## config.mk

```make
export PLATFORM = sky130hd
export DESIGN_NAME = top_control
export DESIGN_NICKNAME = d
export VERILOG_FILES = /design/src/cnn_pkg.sv /design/src/top_control.sv
export SDC_FILE = /design/constraint.sdc
export NUM_CORES = 1
export LEC_CHECK = 0
export BUFFER_PORTS_ARGS = -buffer_cell sky130_fd_sc_hd__buf_2
export CELL_PAD_IN_SITES_DETAIL_PLACEMENT = 0
export CELL_PAD_IN_SITES_GLOBAL_PLACEMENT = 2
export CORE_UTILIZATION = 11
export CTS_BUF_LIST = sky130_fd_sc_hd__clkbuf_4
export CTS_CLUSTER_SIZE = 16
export DETAILED_ROUTE_END_ITERATION = 6
export PLACE_DENSITY_LB_ADDON = 0.05
export SYNTH_ARGS = -nofsm -noshare
export SYNTH_HDL_FRONTEND = slang
export SYNTH_SLANG_ARGS = --single-unit
```

## constraint.sdc

```tcl
create_clock -name clk -period 2.8 [get_ports clk]
set_clock_uncertainty 0.2 [all_clocks]
set_input_delay 0.42 -clock clk [delete_from_list [all_inputs] [get_ports clk]]
set_output_delay 0.42 -clock clk [all_outputs]
set_load 0.02 [all_outputs]
```

## src/cnn_pkg.sv

```systemverilog
`default_nettype none

package cnn_pkg;

	////////////////////////////////////////////////////////////
	// Datapath sizes
	////////////////////////////////////////////////////////////
	localparam int LANES      = 4;
	localparam int FEAT_W     = 8;   // Signed sample
	localparam int WEIGHT_W   = 8;   // Signed kernel tap
	localparam int TWEIGHT_W  = 10;  // Twice the transformed tap
	localparam int BIAS_W     = 20;
	localparam int SHIFT_W    = 5;
	localparam int RESULT_W   = 24;
	localparam int TILE_IN    = 4;   // Samples per lane per tile
	localparam int TILE_OUT   = 2;   // F(2,3) outputs
	localparam int KER_LEN    = 3;
	localparam int PE_LATENCY = 3;   // Lane pipeline depth

	////////////////////////////////////////////////////////////
	// Instruction word
	////////////////////////////////////////////////////////////
	localparam int INST_W     = 64;
	localparam int OP_W       = 4;
	localparam int LANE_IDX_W = 4;
	localparam int OP_LSB     = 60;
	localparam int LANE_LSB   = 56;
	localparam int TAP_LSB    = 32;  // g0 in lowest byte
	localparam int BIAS_LSB   = 12;
	// Mode word only
	localparam int POOL_BIT   = 5;
	localparam int SHIFT_LSB  = 0;

	typedef enum logic [OP_W-1:0] {
		OP_NOP         = 4'd0,
		OP_LOAD_KERNEL = 4'd1,
		OP_SET_MODE    = 4'd2
	} opcode_e;

	typedef enum logic {
		POOL_MAX = 1'b0,
		POOL_AVG = 1'b1
	} pool_e;

	typedef enum logic [1:0] {
		ST_IDLE   = 2'd0,
		ST_FETCH  = 2'd1,
		ST_DECODE = 2'd2
	} ctrl_state_e;

endpackage

`default_nettype wire
```

## src/top_control.sv

```systemverilog
`timescale 1ns/1ps
`default_nettype none

module top_control (
	input  logic                                          clk,
	input  logic                                          rst_n,
	input  logic [cnn_pkg::INST_W-1:0]                    inst,
	input  logic                                          inst_empty,
	output logic                                          inst_req,
	output logic                                          kernel_we,
	output logic [cnn_pkg::LANE_IDX_W-1:0]                kernel_lane,
	output logic [cnn_pkg::KER_LEN*cnn_pkg::WEIGHT_W-1:0] kernel_taps,
	output logic [cnn_pkg::BIAS_W-1:0]                    kernel_bias,
	output logic [cnn_pkg::SHIFT_W-1:0]                   bias_shift,
	output cnn_pkg::pool_e                                pool_type
);

	import cnn_pkg::*;

	ctrl_state_e state, state_nxt;
	opcode_e     opcode;
	logic        mode_we;

	////////////////////////////////////////////////////////////
	// Fetch FSM, one word per three cycles
	////////////////////////////////////////////////////////////
	always_ff @(posedge clk or negedge rst_n) begin
		if (!rst_n)
			state <= ST_IDLE;
		else
			state <= state_nxt;
	end

	always_comb begin
		state_nxt = state;
		case (state)
			ST_IDLE: begin
				if (!inst_empty)
					state_nxt = ST_FETCH;
			end
			ST_FETCH:  state_nxt = ST_DECODE;  // Word shows up next cycle
			ST_DECODE: state_nxt = ST_IDLE;
			default:   state_nxt = ST_IDLE;
		endcase
	end

	assign inst_req = (state == ST_FETCH);  // Single pop pulse

	// Decode
	assign opcode      = opcode_e'(inst[OP_LSB +: OP_W]);
	assign kernel_lane = inst[LANE_LSB +: LANE_IDX_W];
	assign kernel_taps = inst[TAP_LSB +: KER_LEN*WEIGHT_W];
	assign kernel_bias = inst[BIAS_LSB +: BIAS_W];

	always_comb begin
		kernel_we = 1'b0;
		mode_we   = 1'b0;
		if (state == ST_DECODE) begin
			case (opcode)
				OP_LOAD_KERNEL: kernel_we = 1'b1;
				OP_SET_MODE:    mode_we   = 1'b1;
				OP_NOP:         ;
				default:        ;  // Unknown codes fall through as NOP
			endcase
		end
	end

	// Mode registers, held until the next mode word
	always_ff @(posedge clk or negedge rst_n) begin
		if (!rst_n) begin
			pool_type  <= POOL_MAX;
			bias_shift <= '0;
		end else if (mode_we) begin
			pool_type  <= pool_e'(inst[POOL_BIT]);
			bias_shift <= inst[SHIFT_LSB +: SHIFT_W];
		end
	end

endmodule

`default_nettype wire

```

Word level (Yosys, flattened, before mapping)
Cells that the tools add are included.

operators by class
  add/subtract/negate cells = 0
  multiply operators = 0
  div/mod/pow operators = 0
  magnitude comparators = 0
  eq/ne operators = 5
  shift operators = 0
  mux-type cells = 6
  bitwise logic cells = 0
  reduce and logical (&&, ||, !) cells = 1

operator list
  cell                                                                   count
  4-bit by 1-bit equality test with 1-bit output, second input constant  1
  4-bit by 2-bit equality test with 1-bit output, second input constant  1
  1-bit two-way mux                                                      4
  2-bit one-hot mux with 2 select lines                                  1
  2-bit by 1-bit equality test with 1-bit output, second input constant  1
  2-bit equality test, second input constant                             1
  2-bit logical NOT                                                      1
  2-bit two-way mux                                                      1
  2-bit != test, second input constant                                   1

storage, ports and cells
  register bits = 8
  latch bits = 0
  bits in writable memories = 0
  memory bits (read-only) = 0
  bits of input ports = 67
  output and inout bits = 56
  word-level logic and storage cells = 15
  memories = 0

Longest topological paths before layout
Gate-level depths: netlist of run 1.

  depth in word-level cells = 3
  depth in mapped cells = 4
  depth with buffers taken out = 3

Worst setup path after synthesis of run 1
Ideal clock, no wire load.

  path type = input to output
  from = in inst[63] (netlist bit)
  to = out kernel_we
  arrival = 1.472 ns
  data required time = 2.180 ns
  path slack = 0.708 ns
  stages = 2
  buffers on the path = 0
  path through = or4b_1 -> nor3b_1

on the way
  cells in the longest elaborated chain, start to end = 3

RTL lines
  item                                            RTL line           source
  start: declaration                              top_control.sv:7   input logic [cnn_pkg::INST_W-1:0] inst,
  4-bit by 1-bit equality test with 1-bit output  top_control.sv:59  case (opcode)
  1-bit two-way mux                               top_control.sv:59
  1-bit two-way mux                               top_control.sv:58  if (state == ST_DECODE) begin
  end: declaration                                top_control.sv:10  output logic kernel_we,

Every way passes these cells.

Worst setup path in the final report of run 1
  from = reg state[0]
  to = reg bias_shift[1] (netlist bit)

on the way
  cells in the longest elaborated chain, start to end = 2

RTL lines
  item                      RTL line           source
  start: declaration        top_control.sv:20  ctrl_state_e state, state_nxt;
  start signal: assignment  top_control.sv:31  state <= state_nxt;
  2-bit equality test       top_control.sv:58
  1-bit two-way mux         top_control.sv:58
  end signal: assignment    top_control.sv:75  bias_shift <= inst[SHIFT_LSB +: SHIFT_W];
  end: declaration          top_control.sv:14  output logic [cnn_pkg::SHIFT_W-1:0] bias_shift,

Every way passes these cells.
A chain may end at the register's enable or synchronous reset.

==> results_dict.tcl, run 1 <==
set metrics [dict create \
    core_mm2 0.00606 \
    cp.required_ns 2.74 \
    root_buffer "clkbuf_4" \
    drt_iter0_markers 6 \
    relSlewSlack 0.733 \
    pwr_density_cell_mw_per_mm2 613 \
    grt_overflow_total 0 \
    cts_setup_buffers 0 \
    grt_max_degree 9 \
    die_x_um 82.1 \
    initial_core_util 0.116 \
    numPortBuffers 20 \
    worstPathMaxFanout 6 \
    leakagePower_nw 0.279 \
    syn_nets 136 \
    drv_cap 0 \
    endpoint_kind "register" \
    grt_pass1_vias 322 \
    hold_class "input port to register" \
    worst_skew_pair.late_latency_ns 0.26 \
    status "completed" \
    ir_worst_vdd_uv 167 \
    synth_top_cell_area_share 0.511 \
    cp.arrival_ns 2.14 \
    rsz0062_at_grt "false" \
    cts_tree "yes" \
    p_total_mw 0.344 \
    antenna_found_initial 0 \
    drtAntennaViolNets 0 \
    drive_gt1_frac 0.659 \
    wl_met1_um 353 \
    avgSynthCellArea_um2 10.2 \
    wl_met3_um 206 \
    yosysWarnings 0 \
    whs_ns 0.102 \
    cts_resized 0 \
    dp.cells 115 \
    startpoint_type "register" \
    synthesis.area_um2 706 \
    avgRoutedWirePerCell_um 9.65 \
    fin_setup_tns_ns 0 \
    io_pins 123 \
    critical_path.max_stage_delay_ns 0.58 \
    ys_ff_latch 8 \
    maxSlewViolCount 0 \
    final_cells 119 \
    syn_inst 69 \
    drc 0 \
    crit_type "register to register" \
    layout_common_cells "20 x buf_2, 8 x dfrtp_1, 6 x mux2_4" \
    period_minus_slack_ns 2.20 \
    die_y_um 82.1 \
    row_count 28 \
    crit_slowest_cell "or3b_1" \
    yosysUniqueCellTypes 9 \
    fin_nets 113 \
    num_antenna_cells 0 \
    path_cells "or4b_1, or3b_1, mux2_4" \
    final_common_cell "buf_2" \
    max_freq_ghz 0.454 \
    hold_viol_final 0 \
    cts_made_buffers 3 \
    vias 298 \
    grtUsageTotal 0.0341 \
    worst_pin_slew_ns 0.400 \
    cts_max_level 1 \
    clockBufferDepth 2 \
    fin_crit_sh 0.786 \
    syn2layout_area_growth_pct -20.6 \
    wl_met2_um 537 \
    die_area_mm2 0.00674 \
    grt_pass1_wl_um 1660 \
    setup_viol 0 \
    synth-seq-area-share 0.284 \
    cts_sinks 8 \
    highest_layer "met4" \
    yosys.area.top_type "buf_4" \
    netlist_top_cells_area "buf_4 51%, dfrtp_1 28%, mux2_4 13%, nor2b_1 1.8%, buf_6 1.6%" \
    dr.pass1.iters 3 \
    routed_wl_um 1150 \
    via_per_inst 2.50 \
    clk_pin_slew_ns 0.06 \
    gp_congestion 0.563 \
]
## synth_stat cells, drive strengths merged
library cell and n:
buf 49, dfrtp 8, mux2 6, nor2b 2
nor3 1, nor3b 1, or3b 1, or4b 1
## worst paths after layout
check | from | to | slack, ns | depth (start not counted)
worst max-delay path | state[0] | bias_shift[1] | 0.60 | 3
worst min-delay path | inst_empty | state[0] | 0.10 | 2
worst max register to register | state[0] | bias_shift[1] | 0.60 | 3
worst min register to register | state[0] | state[0] | 0.27 | 1
max in group asynchronous | rst_n | bias_shift[0] | 1.88 | 2
min in group asynchronous | rst_n | pool_type | 0.34 | 2
## registers in the layout (all words and copies together) (netlist names)
| register | cells |
|---|---|
| bias_shift | 5 |
| pool_type | 1 |
| state | 2 |
## stage by stage
step                setup WS (ns)  utilization  cell area [µm²]
global route                0.480       0.0925              561
detailed placement          0.481       0.0871              528
CTS                         0.572       0.0925              561
finish                      0.599       0.0925              561
floorplan                   0.708            -              706
global placement            0.495       0.0871              528
## worst max-delay path: cells and delay by family, from the launching register on
| family | cells | cell delay [ns] |
|---|---|---|
| flip-flops | 1 | 0.40 |
| multiplexers | 1 | 0.36 |
| AND/OR/NAND/NOR | 2 | 1.12 |
## cell type report
| type | instances | area, µm² |
|---|---|---|
| Timing Repair Buffer | 21 | 110 |
| Tap cell | 75 | 93.8 |
| Sequential cell | 8 | 200 |
| Fill cell | 707 | 5500 |
| Clock buffer | 3 | 22.5 |
| Multi-Input combinational cell | 12 | 134 |
## repair_timing
item,in CTS,in global routing
endpoints found under the setup margin,0,0
hold buffers,1,0
endpoints found under the hold margin,8,0
## power breakdown
part           internal [mW]  switching [mW]
combinational         0.0508          0.0487
clock                 0.0492          0.0417
sequential             0.140          0.0138
total                  0.240           0.104
## kinds of logic (layout without fill, tap and decap cells)
group                  count (synthesis)  after routing  synth area share
flip-flops                             8              8             0.284
AND/OR/NAND/NOR                        6              6            0.0621
buffers and inverters                 49             24             0.527
multiplexers                           6              6             0.128
## routing by layer
layer | global-route usage | up-vias
li1 | - | 122
met1 | 0.0261 | 136
met2 | 0.0579 | 24
met3 | 0.0286 | 16
met4 | 0.0211 | 0
met5 | 0 | -
No activity file was read; power rests on OpenSTA's default activity.
==> run 2, diff against run 1 <==
--- a/config.mk
+++ b/config.mk
@@ -5,6 +5,7 @@
 export SDC_FILE = /design/constraint.sdc
 export NUM_CORES = 1
 export LEC_CHECK = 0
+export ABC_AREA = 1
 export BUFFER_PORTS_ARGS = -buffer_cell sky130_fd_sc_hd__buf_2
 export CELL_PAD_IN_SITES_DETAIL_PLACEMENT = 0
 export CELL_PAD_IN_SITES_GLOBAL_PLACEMENT = 2
==> constraint.sdc (replaced) <==
create_clock -name clk -period 2.3 [get_ports clk]
set_clock_uncertainty 0.2 [all_clocks]
set_input_delay 0.345 -clock clk [delete_from_list [all_inputs] [get_ports clk]]
set_output_delay 0.345 -clock clk [all_outputs]
set_load 0.02 [all_outputs]
==> results_dict.tcl, run 2 <==
set metrics [dict create \
    status "completed" \
    hold_class "input port to register" \
    crit_slowest_cell "dfrtp_1" \
    gp_congestion 0.624 \
    fin_setup_tns_ns 0 \
    ctsHoldBuffers 1 \
    largestRegisters "bias_shift (5), state (2), pool_type (1)" \
    yosysWarnings 0 \
    syn_inst 91 \
    cts_setup_buffers 0 \
    core_mm2 0.00639 \
    drive_gt1_frac 0.418 \
    ys_ff_latch 8 \
    grtUsageTotal 0.0526 \
    antenna_found_initial 0 \
    synth_flop_cell "dfrtp_1" \
    grt_util_met1 0.0551 \
    yosysUniqueCellTypes 11 \
    synth-seq-area-share 0.275 \
    via_per_inst 2.76 \
    rsz0062_at_grt "false" \
    async_reset_ff_frac 1.00 \
    dr.pass1.iters 3 \
    vias 398 \
    period_minus_slack_ns 1.68 \
    nFillCells 751 \
    fin_crit_sh 0.729 \
    critical_path.max_stage_delay_ns 0.40 \
    root_buffer "clkbuf_4" \
    num_antenna_cells 0 \
    ir_worst_vdd_uv 82.5 \
    synth-edff-count 0 \
    largest_reg_flops 5 \
    fin_util 0.0935 \
    row_count 29 \
    numPortBuffers 20 \
    routed_wl_um 1730 \
    endpoint_kind "output port" \
    fin_nets 136 \
    yosys.area.top_type "buf_4" \
    hold_viol_final 0 \
    cts_tree "yes" \
    cts_made_buffers 3 \
    syn2layout_area_growth_pct -18.0 \
    syn_nets 158 \
    worst_pin_slew_ns 0.247 \
    pwr_density_cell_mw_per_mm2 716 \
    met2_usage 0.0775 \
    worstPathMaxFanout 3 \
    avgRoutedWirePerCell_um 12.0 \
    yosysMostFrequentCell "buf_4" \
    yosys-top-cells-count "48 x buf_4, 13 x nand2_1, 8 x dfrtp_1" \
    die_area_mm2 0.00695 \
    gr-max-usage-layer "met2" \
    die_y_um 83.4 \
    initial_core_util 0.114 \
    maxSlewViolCount 0 \
    grt_pass1_vias 465 \
    clockBufferDepth 2 \
    drt_iter0_markers 4 \
    top_register "bias_shift" \
    grt_max_degree 9 \
    use_met3 0.0219 \
    setup_viol 0 \
    layout_common_cells "20 x buf_2, 13 x nand2_1, 8 x dfrtp_1" \
    drc 0 \
    die_x_um 83.4 \
    drtAntennaViolNets 0 \
    grt_overflow_total 0 \
    synthesis.area_um2 728 \
    final_common_cell "buf_2" \
    netlist_top_cells_area "buf_4 49%, dfrtp_1 27%, nand2_1 6.7%, nand3_1 4.8%, nor2_4 3.1%" \
    crit_type "register to output port" \
    cts_resized 0 \
    leakagePower_nw 0.302 \
    cp.arrival_ns 1.13 \
    startpoint_type "register" \
    cts_sinks 8 \
    worst_skew_pair.late_latency_ns 0.25 \
    synth_top_cell_area_share 0.495 \
    max_freq_ghz 0.597 \
    io_pins 123 \
    path_cells "inv_1, nand2_2, nor2_1, buf_2" \
    clk_pin_slew_ns 0.06 \
    drv_cap 0 \
    avgSynthCellArea_um2 8.00 \
    relSlewSlack 0.835 \
    grt_pass1_wl_um 2730 \
    cts_max_level 1 \
    cp.required_ns 1.75 \
]
-- run 2: final cells by class --
cell class	instances	area [µm²]	share of cell area
clock buffers	3	22.5	0.0377
inverters	5	18.8	0.0314
multi-input cells	30	149	0.249
flip-flops and latches	8	200	0.335
well taps	77	96.3	0.161
repair buffers	21	110	0.184
-- run 2: path summary, 6_finish.rpt --
kind                                from             to  slack (ns)  depth (start not counted)
setup reg to reg                state[0]  bias_shift[2]        1.01                          5
min in group asynchronous          rst_n  bias_shift[4]        0.27                          2
hold / removal                inst_empty       state[0]        0.03                          2
setup / recovery                state[0]      kernel_we        0.62                          4
max in group asynchronous          rst_n  bias_shift[3]        1.45                          2
hold reg to reg            bias_shift[3]  bias_shift[3]        0.27                          2
-- run 2: per-layer routing --
metal,vias up,part of all wire
met1,178,0.38
met5,-,0
met4,0,0.028
met3,8,0.14
met2,27,0.45
li1,185,-
-- run 2: kinds of logic after synthesis --
family                 Yosys count  share of synthesized area
buffers and inverters           53                      0.521
DFF                              8                      0.275
and+or+nand+nor                 30                      0.204
-- run 2: where the power goes --
part / switching [mW] / internal [mW]
Sequential: 0.0200 / 0.171
Clock: 0.0530 / 0.0601
Combinational: 0.0801 / 0.0432
-- run 2: stage by stage --
stage	total power, mW	instances	hold WS (ns)	instance area, µm²	setup slack [ns]
2_1_floorplan	0.384	91	-0.151	728	0.898
3_3_place_gp	0.321	140	0.0193	564	0.726
3_5_place_dp	0.321	140	0.0152	564	0.736
4_1_cts	0.441	144	0.0246	597	0.581
5_1_grt	0.462	144	0.0342	597	0.536
6_report	0.427	144	0.0325	597	0.624
-- run 2: critical path, delay by kind of cell, from the launching register on --
kind	cells	cell delay (ns)
flops	1	0.40
buf+inv	2	0.28
simple gates	2	0.19
==> run 3, diff against run 2 <==
--- a/config.mk
+++ b/config.mk
@@ -9,7 +9,7 @@
 export BUFFER_PORTS_ARGS = -buffer_cell sky130_fd_sc_hd__buf_2
 export CELL_PAD_IN_SITES_DETAIL_PLACEMENT = 0
 export CELL_PAD_IN_SITES_GLOBAL_PLACEMENT = 2
-export CORE_UTILIZATION = 11
+export CORE_UTILIZATION = 10
 export CTS_BUF_LIST = sky130_fd_sc_hd__clkbuf_4
 export CTS_CLUSTER_SIZE = 16
 export DETAILED_ROUTE_END_ITERATION = 6
==> constraint.sdc (replaced) <==
create_clock -name clk -period 1.4 [get_ports clk]
set_clock_uncertainty 0.2 [all_clocks]
set_input_delay 0.21 -clock clk [delete_from_list [all_inputs] [get_ports clk]]
set_output_delay 0.21 -clock clk [all_outputs]
set_load 0.02 [all_outputs]
==> results_dict.tcl, run 3 (synthesis results as in run 2) <==
set metrics [dict create \
    initial_core_util 0.105 \
    hold_class "input port to asynchronous set/reset pin" \
    regArea_um2 201 \
    cts_made_buffers 3 \
    grt_pass1_vias 475 \
    path_cells "inv_2, nand2_4, nor2_4, buf_6" \
    cts_sinks 8 \
    dp.cells 160 \
    io_pins 123 \
    drtAntennaViolNets 0 \
    layout_common_cells "18 x buf_2, 13 x nand2_1, 8 x dlygate4sd3_1" \
    dpl.hpwl_um 1240 \
    multi_input_area_um2 166 \
    cp.required_ns 0.99 \
    avgRoutedWirePerCell_um 9.66 \
    rsz0062_at_grt "true" \
    critical_path.max_stage_delay_ns 0.40 \
    die_y_um 87.3 \
    grt_pass1_wl_um 2590 \
    setup_viol 1 \
    relSlewSlack 0.850 \
    die_area_mm2 0.00763 \
    row_count 30 \
    cp.arrival_ns 1.00 \
    final_common_cell "buf_2" \
    syn2layout_area_growth_pct 3.78 \
    antenna_found_initial 0 \
    cts_max_level 1 \
    worst_pin_slew_ns 0.224 \
    critPathBufInv 2 \
    largest_reg_flops 5 \
    dp_slack_ns 0.0927 \
    maxSlewViolCount 0 \
    violations "negative setup slack" \
    placed_area_um2 596 \
    clk_pin_slew_ns 0.07 \
    final_cells 175 \
    core_mm2 0.00691 \
    startpoint_type "register" \
    p_total_mw 0.758 \
    clockBufferDepth 2 \
    worst_skew_pair.late_latency_ns 0.26 \
    hold_viol_final 0 \
    routed_wl_um 1690 \
    ir_worst_vdd_uv 114 \
    numPortBuffers 20 \
    leakagePower_nw 0.359 \
    drive_gt1_frac 0.468 \
    cts_tree "yes" \
    dr.pass1.iters 4 \
    drt_iter0_markers 6 \
    pwr_density_cell_mw_per_mm2 1000 \
    whs_ns 0.129 \
    grtUsageTotal 0.0498 \
    die_x_um 87.3 \
    drc 0 \
    drv_cap 0 \
    critPathTopFamily "flip-flops" \
    worstPathMaxFanout 3 \
    max_freq_ghz 0.708 \
    finalWorstSetupSlack_ns -0.0125 \
    num_antenna_cells 0 \
    crit_slowest_cell "dfrtp_1" \
    top_register "bias_shift" \
    grt_max_degree 9 \
    fin_crit_sh 1.01 \
    status "complete, but fails checks" \
    root_buffer "clkbuf_4" \
    grt_overflow_total 0 \
    nFillCells 832 \
    vias 417 \
    fin_nets 148 \
    period_minus_slack_ns 1.41 \
    endpoint_kind "output port" \
    gp_congestion 0.583 \
    via_per_inst 2.38 \
    largestRegisters "bias_shift (5), state (2), pool_type (1)" \
    crit_type "register to output port" \
    fin_area_um2 756 \
]
-- run 3: through the flow --
stage	utilization	setup TNS, ns
2_1_floorplan	-	0
3_3_place_gp	0.0862	0
3_5_place_dp	0.0862	0
4_1_cts	0.108	-0.0622
5_1_grt	0.109	-0.150
6_report	0.109	-0.0125
-- run 3: area by class of cell --
class | instances | share of cell area
timing repair buffer | 33 | 0.300
clock buffer | 3 | 0.0298
sequential | 8 | 0.267
inverter | 5 | 0.0248
multi-input combinational | 30 | 0.220
tap | 96 | 0.159
-- run 3: power breakdown --
group	switching, mW	internal [mW]	leakage, nW
Sequential	0.0301	0.281	0.103
Combinational	0.147	0.107	0.242
Clock	0.0947	0.0990	0.0138
Total	0.271	0.487	0.359
-- run 3: worst reg2reg max path, cell delays in order (launching register included) --
cell and delay [ns]:
dfrtp_2 0.41, buf_4 0.13, inv_1 0.04, nor2_2 0.08, nand3_2 0.18, nand2_1 0.11
nand2_1 0.05
-- run 3: final timing paths --
kind	start	endpoint	slack [ns]	cells past startpoint
hold / removal	rst_n	state[0]	0.13	2
setup reg to reg	state[1]	bias_shift[2]	0.09	6
hold reg to reg	bias_shift[0]	bias_shift[0]	0.27	2
min in group clk	inst[62]	bias_shift[0]	0.17	6
setup / recovery	state[0]	kernel_we	-0.01	4
max in group asynchronous	rst_n	state[1]	0.67	2
-- run 3: repair_timing --
item                                   CTS  global route
setup endpoints to repair                2             8
gates resized for setup                  8             1
endpoints found under the hold margin   15             0
setup buffers                            3             1
hold buffers                             8             0
pin swaps                                1             1
-- run 3: per-layer routing --
| layer | share of wire | vias to the layer above | global-route usage |
|---|---|---|---|
| li1 | - | 206 | - |
| met1 | 0.43 | 174 | 0.0624 |
| met2 | 0.45 | 23 | 0.0661 |
| met3 | 0.087 | 14 | 0.0123 |
| met4 | 0.038 | 0 | 0.0522 |
| met5 | 0 | - | 0 |
